## src/pi1_axi4_cfg.svh

```systemverilog
/* Build-time sizing for the PI1 to AXI4 bridge. PI1_ARCH_BITS must be a power of two,
   16 or more, and SRAM_WORDS should be a power of two so the address wrap stays cheap */
`ifndef PI1_AXI4_CFG_SVH
`define PI1_AXI4_CFG_SVH

// Data word width in bits
`define PI1_ARCH_BITS 32

// Number of PI1 masters sharing the bridge
`define PI1_MASTER_CNT 2

// SRAM depth in words
`define SRAM_WORDS 64

// Entries in each SRAM channel queue
`define CHAN_FIFO_DEPTH 2

// Word address width, byte offset bits dropped
`define PI1_ADDR_BITS (`PI1_ARCH_BITS - $clog2(`PI1_ARCH_BITS / 8))

`endif

```

## src/pi1_pkg.sv

```systemverilog
/* PI1 and AXI4 channel types. AXI4 carries single beats only, so no ID, burst,
   cache, protection, lock or QoS fields exist and no error response is modeled */
`include "pi1_axi4_cfg.svh"

package pi1_pkg;

	// PI1 operation codes, same encoding as the bus
	typedef enum logic [1:0] {
		NOP = 2'b00,
		WR  = 2'b01,
		RD  = 2'b10,
		RW  = 2'b11
	} pi1_op_e;

	// One PI1 request as held by a master
	typedef struct packed {
		pi1_op_e                            op;
		logic [`PI1_ADDR_BITS-1:0]          addr;
		logic [`PI1_ARCH_BITS-1:0]          data;
		logic [(`PI1_ARCH_BITS / 8)-1:0]    sel;
	} pi1_req_t;

	// AW or AR payload, byte address
	typedef struct packed {
		logic [`PI1_ARCH_BITS-1:0] addr;
	} axi4_ax_t;

	// W payload, one full beat
	typedef struct packed {
		logic [`PI1_ARCH_BITS-1:0]       data;
		logic [(`PI1_ARCH_BITS / 8)-1:0] strb;
	} axi4_w_t;

	// Master to slave signals
	typedef struct packed {
		logic     aw_valid;
		axi4_ax_t aw;
		logic     w_valid;
		axi4_w_t  w;
		logic     b_ready;
		logic     ar_valid;
		axi4_ax_t ar;
		logic     r_ready;
	} axi4_req_t;

	// Slave to master signals
	typedef struct packed {
		logic                      aw_ready;
		logic                      w_ready;
		logic                      b_valid;
		logic                      ar_ready;
		logic                      r_valid;
		logic [`PI1_ARCH_BITS-1:0] r_data;
	} axi4_rsp_t;

endpackage

```

## src/pi1_to_axi4.sv

```systemverilog
/* PI1 slave to single-beat AXI4 master, one operation in flight. A swap is an AR/R
   pair then an AW/W/B pair at the same address, so it is not atomic on the AXI4 side */
`include "pi1_axi4_cfg.svh"

module pi1_to_axi4 import pi1_pkg::*; (
	input  logic                      axi4_clk_i,
	input  logic                      reset_i,
	input  pi1_req_t                  pi1_req_i,
	output logic [`PI1_ARCH_BITS-1:0] pi1_data_o,
	output logic                      pi1_rdy_o,
	output axi4_req_t                 axi4_req_o,
	input  axi4_rsp_t                 axi4_rsp_i
);
	localparam int BYTES    = `PI1_ARCH_BITS / 8;
	localparam int OFF_BITS = $clog2(BYTES);

	typedef enum logic [2:0] {
		ST_IDLE,
		ST_RD,
		ST_WR,
		ST_SW_RD,
		ST_SW_WR
	} state_e;

	state_e                    state_q;
	logic                      aw_valid_q;
	logic                      w_valid_q;
	logic                      ar_valid_q;
	logic [`PI1_ARCH_BITS-1:0] ax_addr_q;
	axi4_w_t                   w_q;
	logic [`PI1_ARCH_BITS-1:0] old_q;
	logic [OFF_BITS-1:0]       byte_off;
	logic [`PI1_ARCH_BITS-1:0] byte_addr;
	logic                      acc;
	logic                      aw_fire;
	logic                      w_fire;
	logic                      ar_fire;
	logic                      b_fire;
	logic                      r_fire;

	// Byte offset from the lowest set select bit, zero for an empty select
	always_comb begin
		byte_off = '0;
		for (int k = BYTES - 1; k >= 0; k--) begin
			if (pi1_req_i.sel[k]) begin
				byte_off = OFF_BITS'(k);
			end
		end
		byte_addr = {pi1_req_i.addr, byte_off};
	end

	// Channel outputs straight from the holding registers
	always_comb begin
		axi4_req_o.aw_valid = aw_valid_q;
		axi4_req_o.aw.addr  = ax_addr_q;
		axi4_req_o.w_valid  = w_valid_q;
		axi4_req_o.w        = w_q;
		axi4_req_o.b_ready  = (state_q == ST_WR) || (state_q == ST_SW_WR);
		axi4_req_o.ar_valid = ar_valid_q;
		axi4_req_o.ar.addr  = ax_addr_q;
		axi4_req_o.r_ready  = (state_q == ST_RD) || (state_q == ST_SW_RD);
	end

	assign aw_fire = aw_valid_q && axi4_rsp_i.aw_ready;
	assign w_fire  = w_valid_q && axi4_rsp_i.w_ready;
	assign ar_fire = ar_valid_q && axi4_rsp_i.ar_ready;
	assign b_fire  = axi4_req_o.b_ready && axi4_rsp_i.b_valid;
	assign r_fire  = axi4_req_o.r_ready && axi4_rsp_i.r_valid;

	// Ready when idle or in the closing handshake of the current op
	always_comb begin
		case (state_q)
			ST_IDLE:  pi1_rdy_o = 1'b1;
			ST_RD:    pi1_rdy_o = r_fire;
			ST_WR:    pi1_rdy_o = b_fire;
			ST_SW_WR: pi1_rdy_o = b_fire;
			default:  pi1_rdy_o = 1'b0;
		endcase
	end

	assign acc = pi1_rdy_o && (pi1_req_i.op != NOP);

	// Read returns the R beat, swap the captured old word, write returns zero
	always_comb begin
		pi1_data_o = '0;
		if (state_q == ST_RD && r_fire) begin
			pi1_data_o = axi4_rsp_i.r_data;
		end else if (state_q == ST_SW_WR && b_fire) begin
			pi1_data_o = old_q;
		end
	end

	always_ff @(posedge axi4_clk_i) begin
		if (reset_i) begin
			state_q    <= ST_IDLE;
			aw_valid_q <= 1'b0;
			w_valid_q  <= 1'b0;
			ar_valid_q <= 1'b0;
		end else begin
			// Each valid drops on its own transfer
			if (aw_fire) begin
				aw_valid_q <= 1'b0;
			end
			if (w_fire) begin
				w_valid_q <= 1'b0;
			end
			if (ar_fire) begin
				ar_valid_q <= 1'b0;
			end
			if (pi1_rdy_o) begin
				case (pi1_req_i.op)
					RD: begin
						state_q    <= ST_RD;
						ar_valid_q <= 1'b1;
					end
					WR: begin
						state_q    <= ST_WR;
						aw_valid_q <= 1'b1;
						w_valid_q  <= 1'b1;
					end
					RW: begin
						state_q    <= ST_SW_RD;
						ar_valid_q <= 1'b1;
					end
					default: state_q <= ST_IDLE;
				endcase
			end else if (state_q == ST_SW_RD && r_fire) begin
				// Second half of the swap reuses the held address
				state_q    <= ST_SW_WR;
				aw_valid_q <= 1'b1;
				w_valid_q  <= 1'b1;
			end
		end
	end

	// Payloads only load on acceptance, stable while stalled
	always_ff @(posedge axi4_clk_i) begin
		if (acc) begin
			ax_addr_q <= byte_addr;
			w_q.data  <= pi1_req_i.data;
			w_q.strb  <= pi1_req_i.sel;
		end
		if (state_q == ST_SW_RD && r_fire) begin
			old_q <= axi4_rsp_i.r_data;
		end
	end

	// Under back-pressure AW stays up with an unchanged address
	a_aw_hold: assert property (@(posedge axi4_clk_i) disable iff (reset_i)
		axi4_req_o.aw_valid && !axi4_rsp_i.aw_ready
		|=> axi4_req_o.aw_valid && $stable(axi4_req_o.aw));

endmodule

```

## config.mk

```make
export PLATFORM = sky130hd
export DESIGN_NAME = pi1_to_axi4
export DESIGN_NICKNAME = d
export VERILOG_FILES = /design/src/pi1_pkg.sv /design/src/pi1_to_axi4.sv
export VERILOG_INCLUDE_DIRS = /design/src
export SDC_FILE = /design/constraint.sdc
export NUM_CORES = 1
export LEC_CHECK = 0
export BUFFER_PORTS_ARGS = -buffer_cell sky130_fd_sc_hd__buf_2
export CORE_ASPECT_RATIO = 0.9
export CORE_MARGIN = 1.5
export CORE_UTILIZATION = 43
export DETAILED_ROUTE_END_ITERATION = 8
export HOLD_SLACK_MARGIN = 0.1
export PLACE_DENSITY = 0.81
export SLEW_MARGIN = 10
export SYNTH_ARGS = -nofsm -noshare
export SYNTH_HDL_FRONTEND = slang
export SYNTH_SLANG_ARGS = --single-unit
```

## constraint.sdc

```tcl
create_clock -name axi4_clk_i -period 5.7 [get_ports axi4_clk_i]
set_input_delay 0.57 -clock axi4_clk_i [delete_from_list [all_inputs] [get_ports axi4_clk_i]]
set_output_delay 0.57 -clock axi4_clk_i [all_outputs]
set_load 0.01 [all_outputs]
```

Word-level counts from Yosys, hierarchy flattened
Cells that the tools add are included.
Word-level totals
  bits in writable memories: 0
  memories: 0
  bits in latches: 0
  bits in registers: 106
  output and inout port bits: 138
  bits in read-only memories: 0
Cells by class
  reduce and logical (&&, ||, !) cells: 17
  shift-type cells: 0
  add/sub/neg operators: 0
  mux-type cells: 20
  equality and inequality tests: 7
  bitwise operators: 0
  multipliers: 0
  order comparisons: 0
  divide/modulo/power cells: 0
Operators by type and width (number)
  32-bit two-way mux: 2
  1-bit two-way mux: 12
  1-bit logical AND: 9
  3-bit by 2-bit equality test with 1-bit output, second input constant: 2
  3-bit two-way mux: 2
  2-bit case mux with 3 select lines: 1
  2-bit OR reduction: 3
  2-bit equality test, second input constant: 2
  2-bit two-way mux: 2
  2-bit nonzero test: 2
  3-bit by 1-bit equality test with 1-bit output, second input constant: 1
  3-bit equality test, second input constant: 1
  3-bit logical NOT: 1
  1-bit case mux with 3 select lines: 1
  2-bit by 1-bit equality test with 1-bit output, second input constant: 1
  1-bit logical OR: 2

Longest topological paths before layout
Gate-level depths: netlist (run 1).
  depth in word-level cells: 6
  mapped depth: 5
  mapped depth without buffers: 4

Least setup slack after synthesis (run 1)
No wires, ideal clock.
  kind: input-to-reg
  from: input port axi4_rsp_i[32] (netlist name)
  to: register ax_addr_q[0] (enable)
  path buffers: 0
  arrival: 3764 ps
  cell stages on the path: 3
  slack: 1440 ps
  data required time: 5204 ps
  cells stage by stage: nor3b_1 -> a211oi_2 -> nor2_1
On the way
  word-level cells in the longest chain between the ends: 3
Ends and longest elaborated chain
  start, declared: RTL line pi1_to_axi4.sv:12  | input axi4_rsp_t axi4_rsp_i
  1-bit logical AND: RTL line pi1_to_axi4.sv:68  | assign r_fire = axi4_req_o.r_ready && axi4_rsp_i.r_valid;
  1-bit case mux with 3 select lines: RTL line pi1_to_axi4.sv:72  | case (state_q)
  1-bit logical AND: RTL line pi1_to_axi4.sv:81  | assign acc = pi1_rdy_o && (pi1_req_i.op != NOP);
  net acc: RTL line pi1_to_axi4.sv:34  | logic acc;
  end signal, assigned: RTL line pi1_to_axi4.sv:139  | ax_addr_q <= byte_addr;
  end, declared: RTL line pi1_to_axi4.sv:29  | logic [`PI1_ARCH_BITS-1:0] ax_addr_q;
The timed path passes the listed nets, and every way through them passes these cells.
A chain may end at the register's enable or synchronous reset.

Worst setup path after layout (run 1)
  from: register state_q[0]
  to: output port pi1_data_o[25]
On the way
  word-level cells in the longest chain between the ends: 6
  elaborated cells on any way between the ends: 12
  those cells by class: eq/ne: 4; mux: 2; reduce/logical: 6
Ends and longest elaborated chain
  start, declared: RTL line pi1_to_axi4.sv:25  | state_e state_q;
  start signal, assigned: RTL line pi1_to_axi4.sv:95  | state_q <= ST_IDLE;
  start signal, assigned: RTL line pi1_to_axi4.sv:113  | state_q <= ST_RD;
  start signal, assigned: RTL line pi1_to_axi4.sv:117  | state_q <= ST_WR;
  3-bit by 2-bit equality test with 1-bit output / 3-bit equality test (equally long branches): RTL line pi1_to_axi4.sv:58, pi1_to_axi4.sv:88
  1-bit logical OR: RTL line pi1_to_axi4.sv:58  | axi4_req_o.b_ready = (state_q == ST_WR) || (state_q == ST_SW_WR);
  1-bit logical AND: RTL line pi1_to_axi4.sv:67  | assign b_fire = axi4_req_o.b_ready && axi4_rsp_i.b_valid;
  1-bit logical AND: RTL line pi1_to_axi4.sv:88  | end else if (state_q == ST_SW_WR && b_fire) begin
  32-bit two-way mux: RTL line pi1_to_axi4.sv:88
  32-bit two-way mux (*): RTL line pi1_to_axi4.sv:86  | if (state_q == ST_RD && r_fire) begin
  end, declared: RTL line pi1_to_axi4.sv:9  | output logic [`PI1_ARCH_BITS-1:0] pi1_data_o,
Mark *: on every way between the ends. The rest lies on a longest branch, timed or not.

==> metrics.cfg, run 1 <==
[global_routing]
grt_max_degree = 36
grt_pass1_wl_um = 12990
track_usage = 0.1728
antenna_found_initial = 0
grt_pass1_vias = 2511
grt_overflow = 0

[clocking]
cts_root_buffer = clkbuf_8
cts_setup_buffers = 0
clock_latency_ps = 360
cts_resized = 0
cts_tree = built
cts_buffers = 9
clk_pin_slew_ps = 100
cts_num_sinks = 106
cts_buffer_depth = 2
cts_max_level = 3
holdBufCountCts = 0

[worst_setup_path]
worstSetupStartpointType = register
cp_data_arrival_time_ps = 2030
crit_start = state_q[0]
r2r-end = ax_addr_q[31]
worstReg2RegStart = state_q[1]
r2r_cells = 4
path_class = reg2out
cp_data_required_time_ps = 5130
r2r_setup_slack_ps = 3160
critPathCaptureType = output pin
crit_path_max_fanout = 24
crit_end = pi1_data_o[25]

[yosys]
synthesis.nets = 327
yosysUniqueCellTypes = 25
ys_seq_elements = 106
synth_cells = 220
post_synth_instance_area_mm2 = 0.003998
avgSynthCellArea_um2 = 18.17
synth_warnings = 0
yosysSeqAreaShare = 0.7812

[floorplanning]
fp.dieArea_mm2 = 0.009885
fp.coreArea_mm2 = 0.009084
num_rows = 33
pin_count = 245
dieWidth_um = 104.6
start_util = 0.4401
fp.dieH_um = 94.47

[timing]
rsz0062_at_grt = false
period_share = 0.4558
fin_ws_ps = 3102
tns_ps = 0
clock_skew_ps = 6.424
finalSetupViolCount = 0
slew_violations = 0
fin_crit_ps = 2598
hold_viol_final = 0
worstMarginPinSlew_ps = 973.3
fmax_mhz = 384.9
slew_headroom = 0.3496

[routing]
routedWlPerCell_um = 15.99
drt_pass1_iterations = 4
drc = 0
vias = 2650
drt-initial-drc-count = 127
via_per_inst = 4.724
wl_um = 8972
ant_nets = 0

[place]
place_inst = 544
numPortBuffers = 244
dpl_worst_slack_ps = 2928
gp_congestion = 0.7551
dp_hpwl_um = 6789

[run]
maxCapViolCount = 0

[cells_and_area]
n_antenna_cell = 0
final_common_cell = buf_2
seqCellArea_mm2 = 0.003123
area_growth_pct = 32.05
multiInputGateArea_um2 = 514.2
final_cell_mix = buf_2 (244), edfxtp_1 (100), a22o_1 (32), clkbuf_8 (9)
nNetsFinal = 541
layout.cells.non_filler = 561
drive_above_1_share = 0.6173
nFillCells = 762

[power]
total_power_mw = 1.620
ir_drop_mv = 0.1857
p_leak_nw = 2.364
powerDensity_mw_per_mm2 = 306.8

[min_path]
hp-class = in2reg

[run_status]
status = completed

[kinds of logic after synthesis]
logic type                synth area share
muxes                             0.002504
buffers and inverters              0.09578
xor gates and xnor gates          0.002191
AOI/OAI and AO/OA                  0.08513
and+or+nand+nor                    0.03318
DFF                                 0.7812
[through the flow]
step	hold slack (ps)	cell area [µm²]	utilization
global placement	476.8	5056	0.5566
finish	380.3	5279	0.5811
floorplan	452.2	3998	-
detailed placement	499.0	5056	0.5566
global route	349.4	5279	0.5811
CTS	356.7	5264	0.5795
[sequential cells by signal, summed over array words and instances, names as in the netlist]
register / count
w_valid_q: 1
aw_valid_q: 1
axi4_req_o: 36
ax_addr_q: 32
state_q: 3
old_q: 32
ar_valid_q: 1
[routing by layer]
metal  vias up  global-route usage  routed length (µm)
li1       1236                   -                   -
met1      1281              0.1991                3502
met2       125              0.3169                4793
met3         8             0.05590                 592
met4         0             0.03881                  83
met5         -                   0                   0
[power breakdown]
part | switching (mW) | leakage, nW | internal, mW | total (mW)
clock | 0.260 | 0.108 | 0.212 | 0.472
sequential | 0.0209 | 1.02 | 0.916 | 0.937
combinational | 0.120 | 1.24 | 0.0914 | 0.211
[critical path: stages, from the launching register on]
cell	delay, ps
dfxtp_1	470
nor2b_2	210
nor3b_4	420
buf_8	250
a22o_1	180
buf_2	140
[synth_stat cells]
master | count | area (µm²)
a211oi_2 | 1 | 12.51
a21oi_1 | 3 | 15.01
a22o_1 | 32 | 280.3
and4b_1 | 1 | 10.01
buf_4 | 37 | 277.8
buf_6 | 7 | 78.83
clkbuf_1 | 1 | 3.750
dfxtp_1 | 6 | 120.1
edfxtp_1 | 100 | 3003
inv_1 | 5 | 18.77
inv_2 | 1 | 3.750
mux2i_1 | 1 | 10.01
nand2b_1 | 3 | 18.77
nor2_1 | 7 | 26.28
nor2b_2 | 1 | 8.760
nor3_1 | 2 | 10.01
nor3b_1 | 2 | 15.01
nor3b_4 | 1 | 18.77
nor4bb_1 | 1 | 10.01
o21ai_0 | 1 | 5.000
o22ai_1 | 3 | 18.77
o32ai_1 | 1 | 8.760
or2_2 | 1 | 6.260
or3b_1 | 1 | 8.760
xnor2_1 | 1 | 8.760
[layout make-up]
| class | instances | area share |
|---|---|---|
| well taps | 122 | 0.02892 |
| inverters | 6 | 0.004266 |
| clock inverters | 7 | 0.01588 |
| multi-input cells | 63 | 0.09742 |
| flip-flops and latches | 106 | 0.5916 |
| repair buffers | 248 | 0.2384 |
| clock buffers | 9 | 0.02347 |
[how the worst min path moves through the flow]
stage	from	to	slack, ps	depth (start not counted)
4_1_cts	pi1_req_i[9]	axi4_req_o[44]	360	1
3_3_place_gp	ar_valid_q	ar_valid_q	480	2
2_1_floorplan	ar_valid_q	ar_valid_q	450	2
6_report	pi1_req_i[9]	axi4_req_o[44]	380	1
3_5_place_dp	ar_valid_q	ar_valid_q	500	2
5_1_grt	pi1_req_i[20]	axi4_req_o[55]	350	1
No activity file was read; power rests on OpenSTA's default activity.
==> run 2, diff against run 1 <==
--- a/config.mk
+++ b/config.mk
@@ -9,10 +9,10 @@
 export BUFFER_PORTS_ARGS = -buffer_cell sky130_fd_sc_hd__buf_2
 export CORE_ASPECT_RATIO = 0.9
 export CORE_MARGIN = 1.5
-export CORE_UTILIZATION = 43
+export CORE_UTILIZATION = 39
 export DETAILED_ROUTE_END_ITERATION = 8
 export HOLD_SLACK_MARGIN = 0.1
-export PLACE_DENSITY = 0.81
+export PLACE_DENSITY = 0.78
 export SLEW_MARGIN = 10
 export SYNTH_ARGS = -nofsm -noshare
 export SYNTH_HDL_FRONTEND = slang
==> constraint.sdc (replaced) <==
create_clock -name axi4_clk_i -period 2.12 [get_ports axi4_clk_i]
set_input_delay 0.212 -clock axi4_clk_i [delete_from_list [all_inputs] [get_ports axi4_clk_i]]
set_output_delay 0.212 -clock axi4_clk_i [all_outputs]
set_load 0.01 [all_outputs]
==> metrics.cfg, run 2 (same netlist as run 1, synthesis figures left out) <==
[cells_and_area]
largest_register_ffs = 36  ; unchanged
final_common_cell = buf_2  ; unchanged
final_cell_mix = buf_2 (244), edfxtp_1 (100), dlygate4sd3_1 (98), a22o_1 (32), clkbuf_16 (9)  ; was buf_2 (244), edfxtp_1 (100), a22o_1 (32), clkbuf_8 (9)
nNetsFinal = 640  ; was 541
area_growth_pct = 60.44  ; was 32.05%
drive_above_1_share = 0.5130  ; was 0.6173
final_util = 0.6527  ; was 0.5811
layout.cells.non_filler = 664  ; was 561
n_antenna_cell = 0  ; unchanged

[timing]
worstMarginPinSlew_ps = 350.9  ; was 973.3 ps
slew_violations = 0  ; unchanged
finalSetupViolCount = 0  ; unchanged
rsz0062_at_grt = false  ; unchanged
hold_viol_final = 0  ; unchanged
fin_crit_ps = 1967
clock_skew_ps = 7.008  ; was 6.424 ps
slew_headroom = 0.7658  ; was 0.3496
period_share = 0.9277
fmax_mhz = 508.5
fin_ws_ps = 153.3  ; was 3102 ps
tns_ps = 0  ; unchanged

[floorplanning]
num_rows = 34  ; was 33
dieWidth_um = 109.7  ; was 104.6 µm
fp.coreArea_mm2 = 0.009827  ; was 0.009084 mm²
fp.dieH_um = 99.05  ; was 94.47 µm
pin_count = 245  ; unchanged
fp.dieArea_mm2 = 0.01087  ; was 0.009885 mm²
start_util = 0.4068  ; was 0.4401

[global_routing]
grt_pass1_vias = 3212  ; was 2511
grt_max_degree = 60  ; was 36
grt_pass1_wl_um = 15730  ; was 12990 µm
grt_overflow = 0  ; unchanged
track_usage = 0.1958  ; was 0.1728
antenna_found_initial = 0  ; unchanged

[power]
ir_drop_mv = 0.4839  ; was 0.1857 mV
powerDensity_mw_per_mm2 = 758.6  ; was 306.8 mW/mm²
p_leak_nw = 2.826  ; was 2.364 nW

[clocking]
cts_buffers = 9  ; unchanged
clock_latency_ps = 330  ; was 360 ps
cts_num_sinks = 106  ; unchanged
cts_tree = built  ; unchanged
cts_max_level = 3  ; unchanged
cts_buffer_depth = 2  ; unchanged
cts_root_buffer = clkbuf_16  ; was clkbuf_8
clk_pin_slew_ps = 70  ; was 100 ps

[routing]
drt-initial-drc-count = 137  ; was 127
routedWlPerCell_um = 16.37  ; was 15.99 µm
vias = 3074  ; was 2650
drt_pass1_iterations = 4  ; unchanged
drc = 0  ; unchanged
wl_um = 10870  ; was 8972 µm
via_per_inst = 4.630  ; was 4.724
ant_nets = 0  ; unchanged

[run_status]
status = completed  ; unchanged

[min_path]
hp-class = in2reg  ; unchanged

[worst_setup_path]
cpPeakStageDelay_ps = 430  ; was 470 ps
cp_data_required_time_ps = 1910  ; was 5130 ps
path_class = reg2out  ; unchanged
worstSetupStartpointType = register  ; unchanged
crit_path_max_fanout = 32  ; was 24
crit_path_cell_trace = nor2b_2 -> nor3b_4 -> buf_8 -> a22o_1 -> buf_2  ; unchanged
critPathCaptureType = output pin  ; unchanged
cp_data_arrival_time_ps = 1750  ; was 2030 ps
cp_slowest_cell = dfxtp_2  ; was dfxtp_1

[place]
gp_congestion = 0.7945  ; was 0.7551
dp_hpwl_um = 6969  ; was 6789 µm
numPortBuffers = 244  ; unchanged
place_inst = 550  ; was 544
dpl_worst_slack_ps = 298.8  ; was 2928 ps

[run]
maxCapViolCount = 0  ; unchanged

## run 2: report_power, final
| part | leakage (nW) | total [mW] | internal, mW | switching [mW] |
|---|---|---|---|---|
| clock network | 0.138 | 1.59 | 0.827 | 0.766 |
| logic | 1.67 | 0.741 | 0.378 | 0.363 |
| registers | 1.02 | 2.53 | 2.46 | 0.0666 |
## run 2: worst max-delay path: cells and delay by family, from the launching register on
kind	cells	cell delay (ps)
flip-flops	1	430
AND/OR/NAND/NOR	2	410
buffers and inverters	2	380
AO/OA/AOI/OAI	1	190
## run 2: repair_timing
item                                    CTS  global route
endpoints found under the hold margin    98             0
hold buffers                             98             0
endpoints found under the setup margin   32            12
resized for setup                         2             3
pin swaps                                 0             0
setup buffers                             0             0
## run 2: through the flow
| step | hold WS [ps] | total power [mW] | instance area (µm²) |
|---|---|---|---|
| 2_1_floorplan | 291.3 | 2.892 | 4041 |
| 3_3_place_gp | 388.3 | 3.145 | 5134 |
| 3_5_place_dp | 390.1 | 3.164 | 5134 |
| 4_1_cts | 104.3 | 4.911 | 6405 |
| 5_1_grt | 105.3 | 5.050 | 6414 |
| 6_report | 116.1 | 4.865 | 6414 |
## run 2: per-layer routing
metal  part of all wire  global-route usage
met1               0.38              0.2119
met2               0.54              0.3636
met3              0.062             0.05026
met4              0.017             0.06893
met5                  0                   0
## run 2: area by class of cell
type	instances	area, µm²
clock buffer	10	229.0
clock inverter	6	56.30
fill	684	3413
inverter	6	22.52
multi-input combinational	63	546.8
sequential	106	3126
tap	126	157.7
timing repair buffer	347	2276
## run 2: path summary, 6_finish.rpt
kind	start	to	slack, ps	cells past startpoint
worst max-delay path	state_q[0]	pi1_data_o[15]	150	5
worst min-delay path	pi1_req_i[0]	axi4_req_o[35]	120	1
worst max register to register	state_q[1]	ax_addr_q[1]	430	4
worst min register to register	ar_valid_q	ar_valid_q	500	2
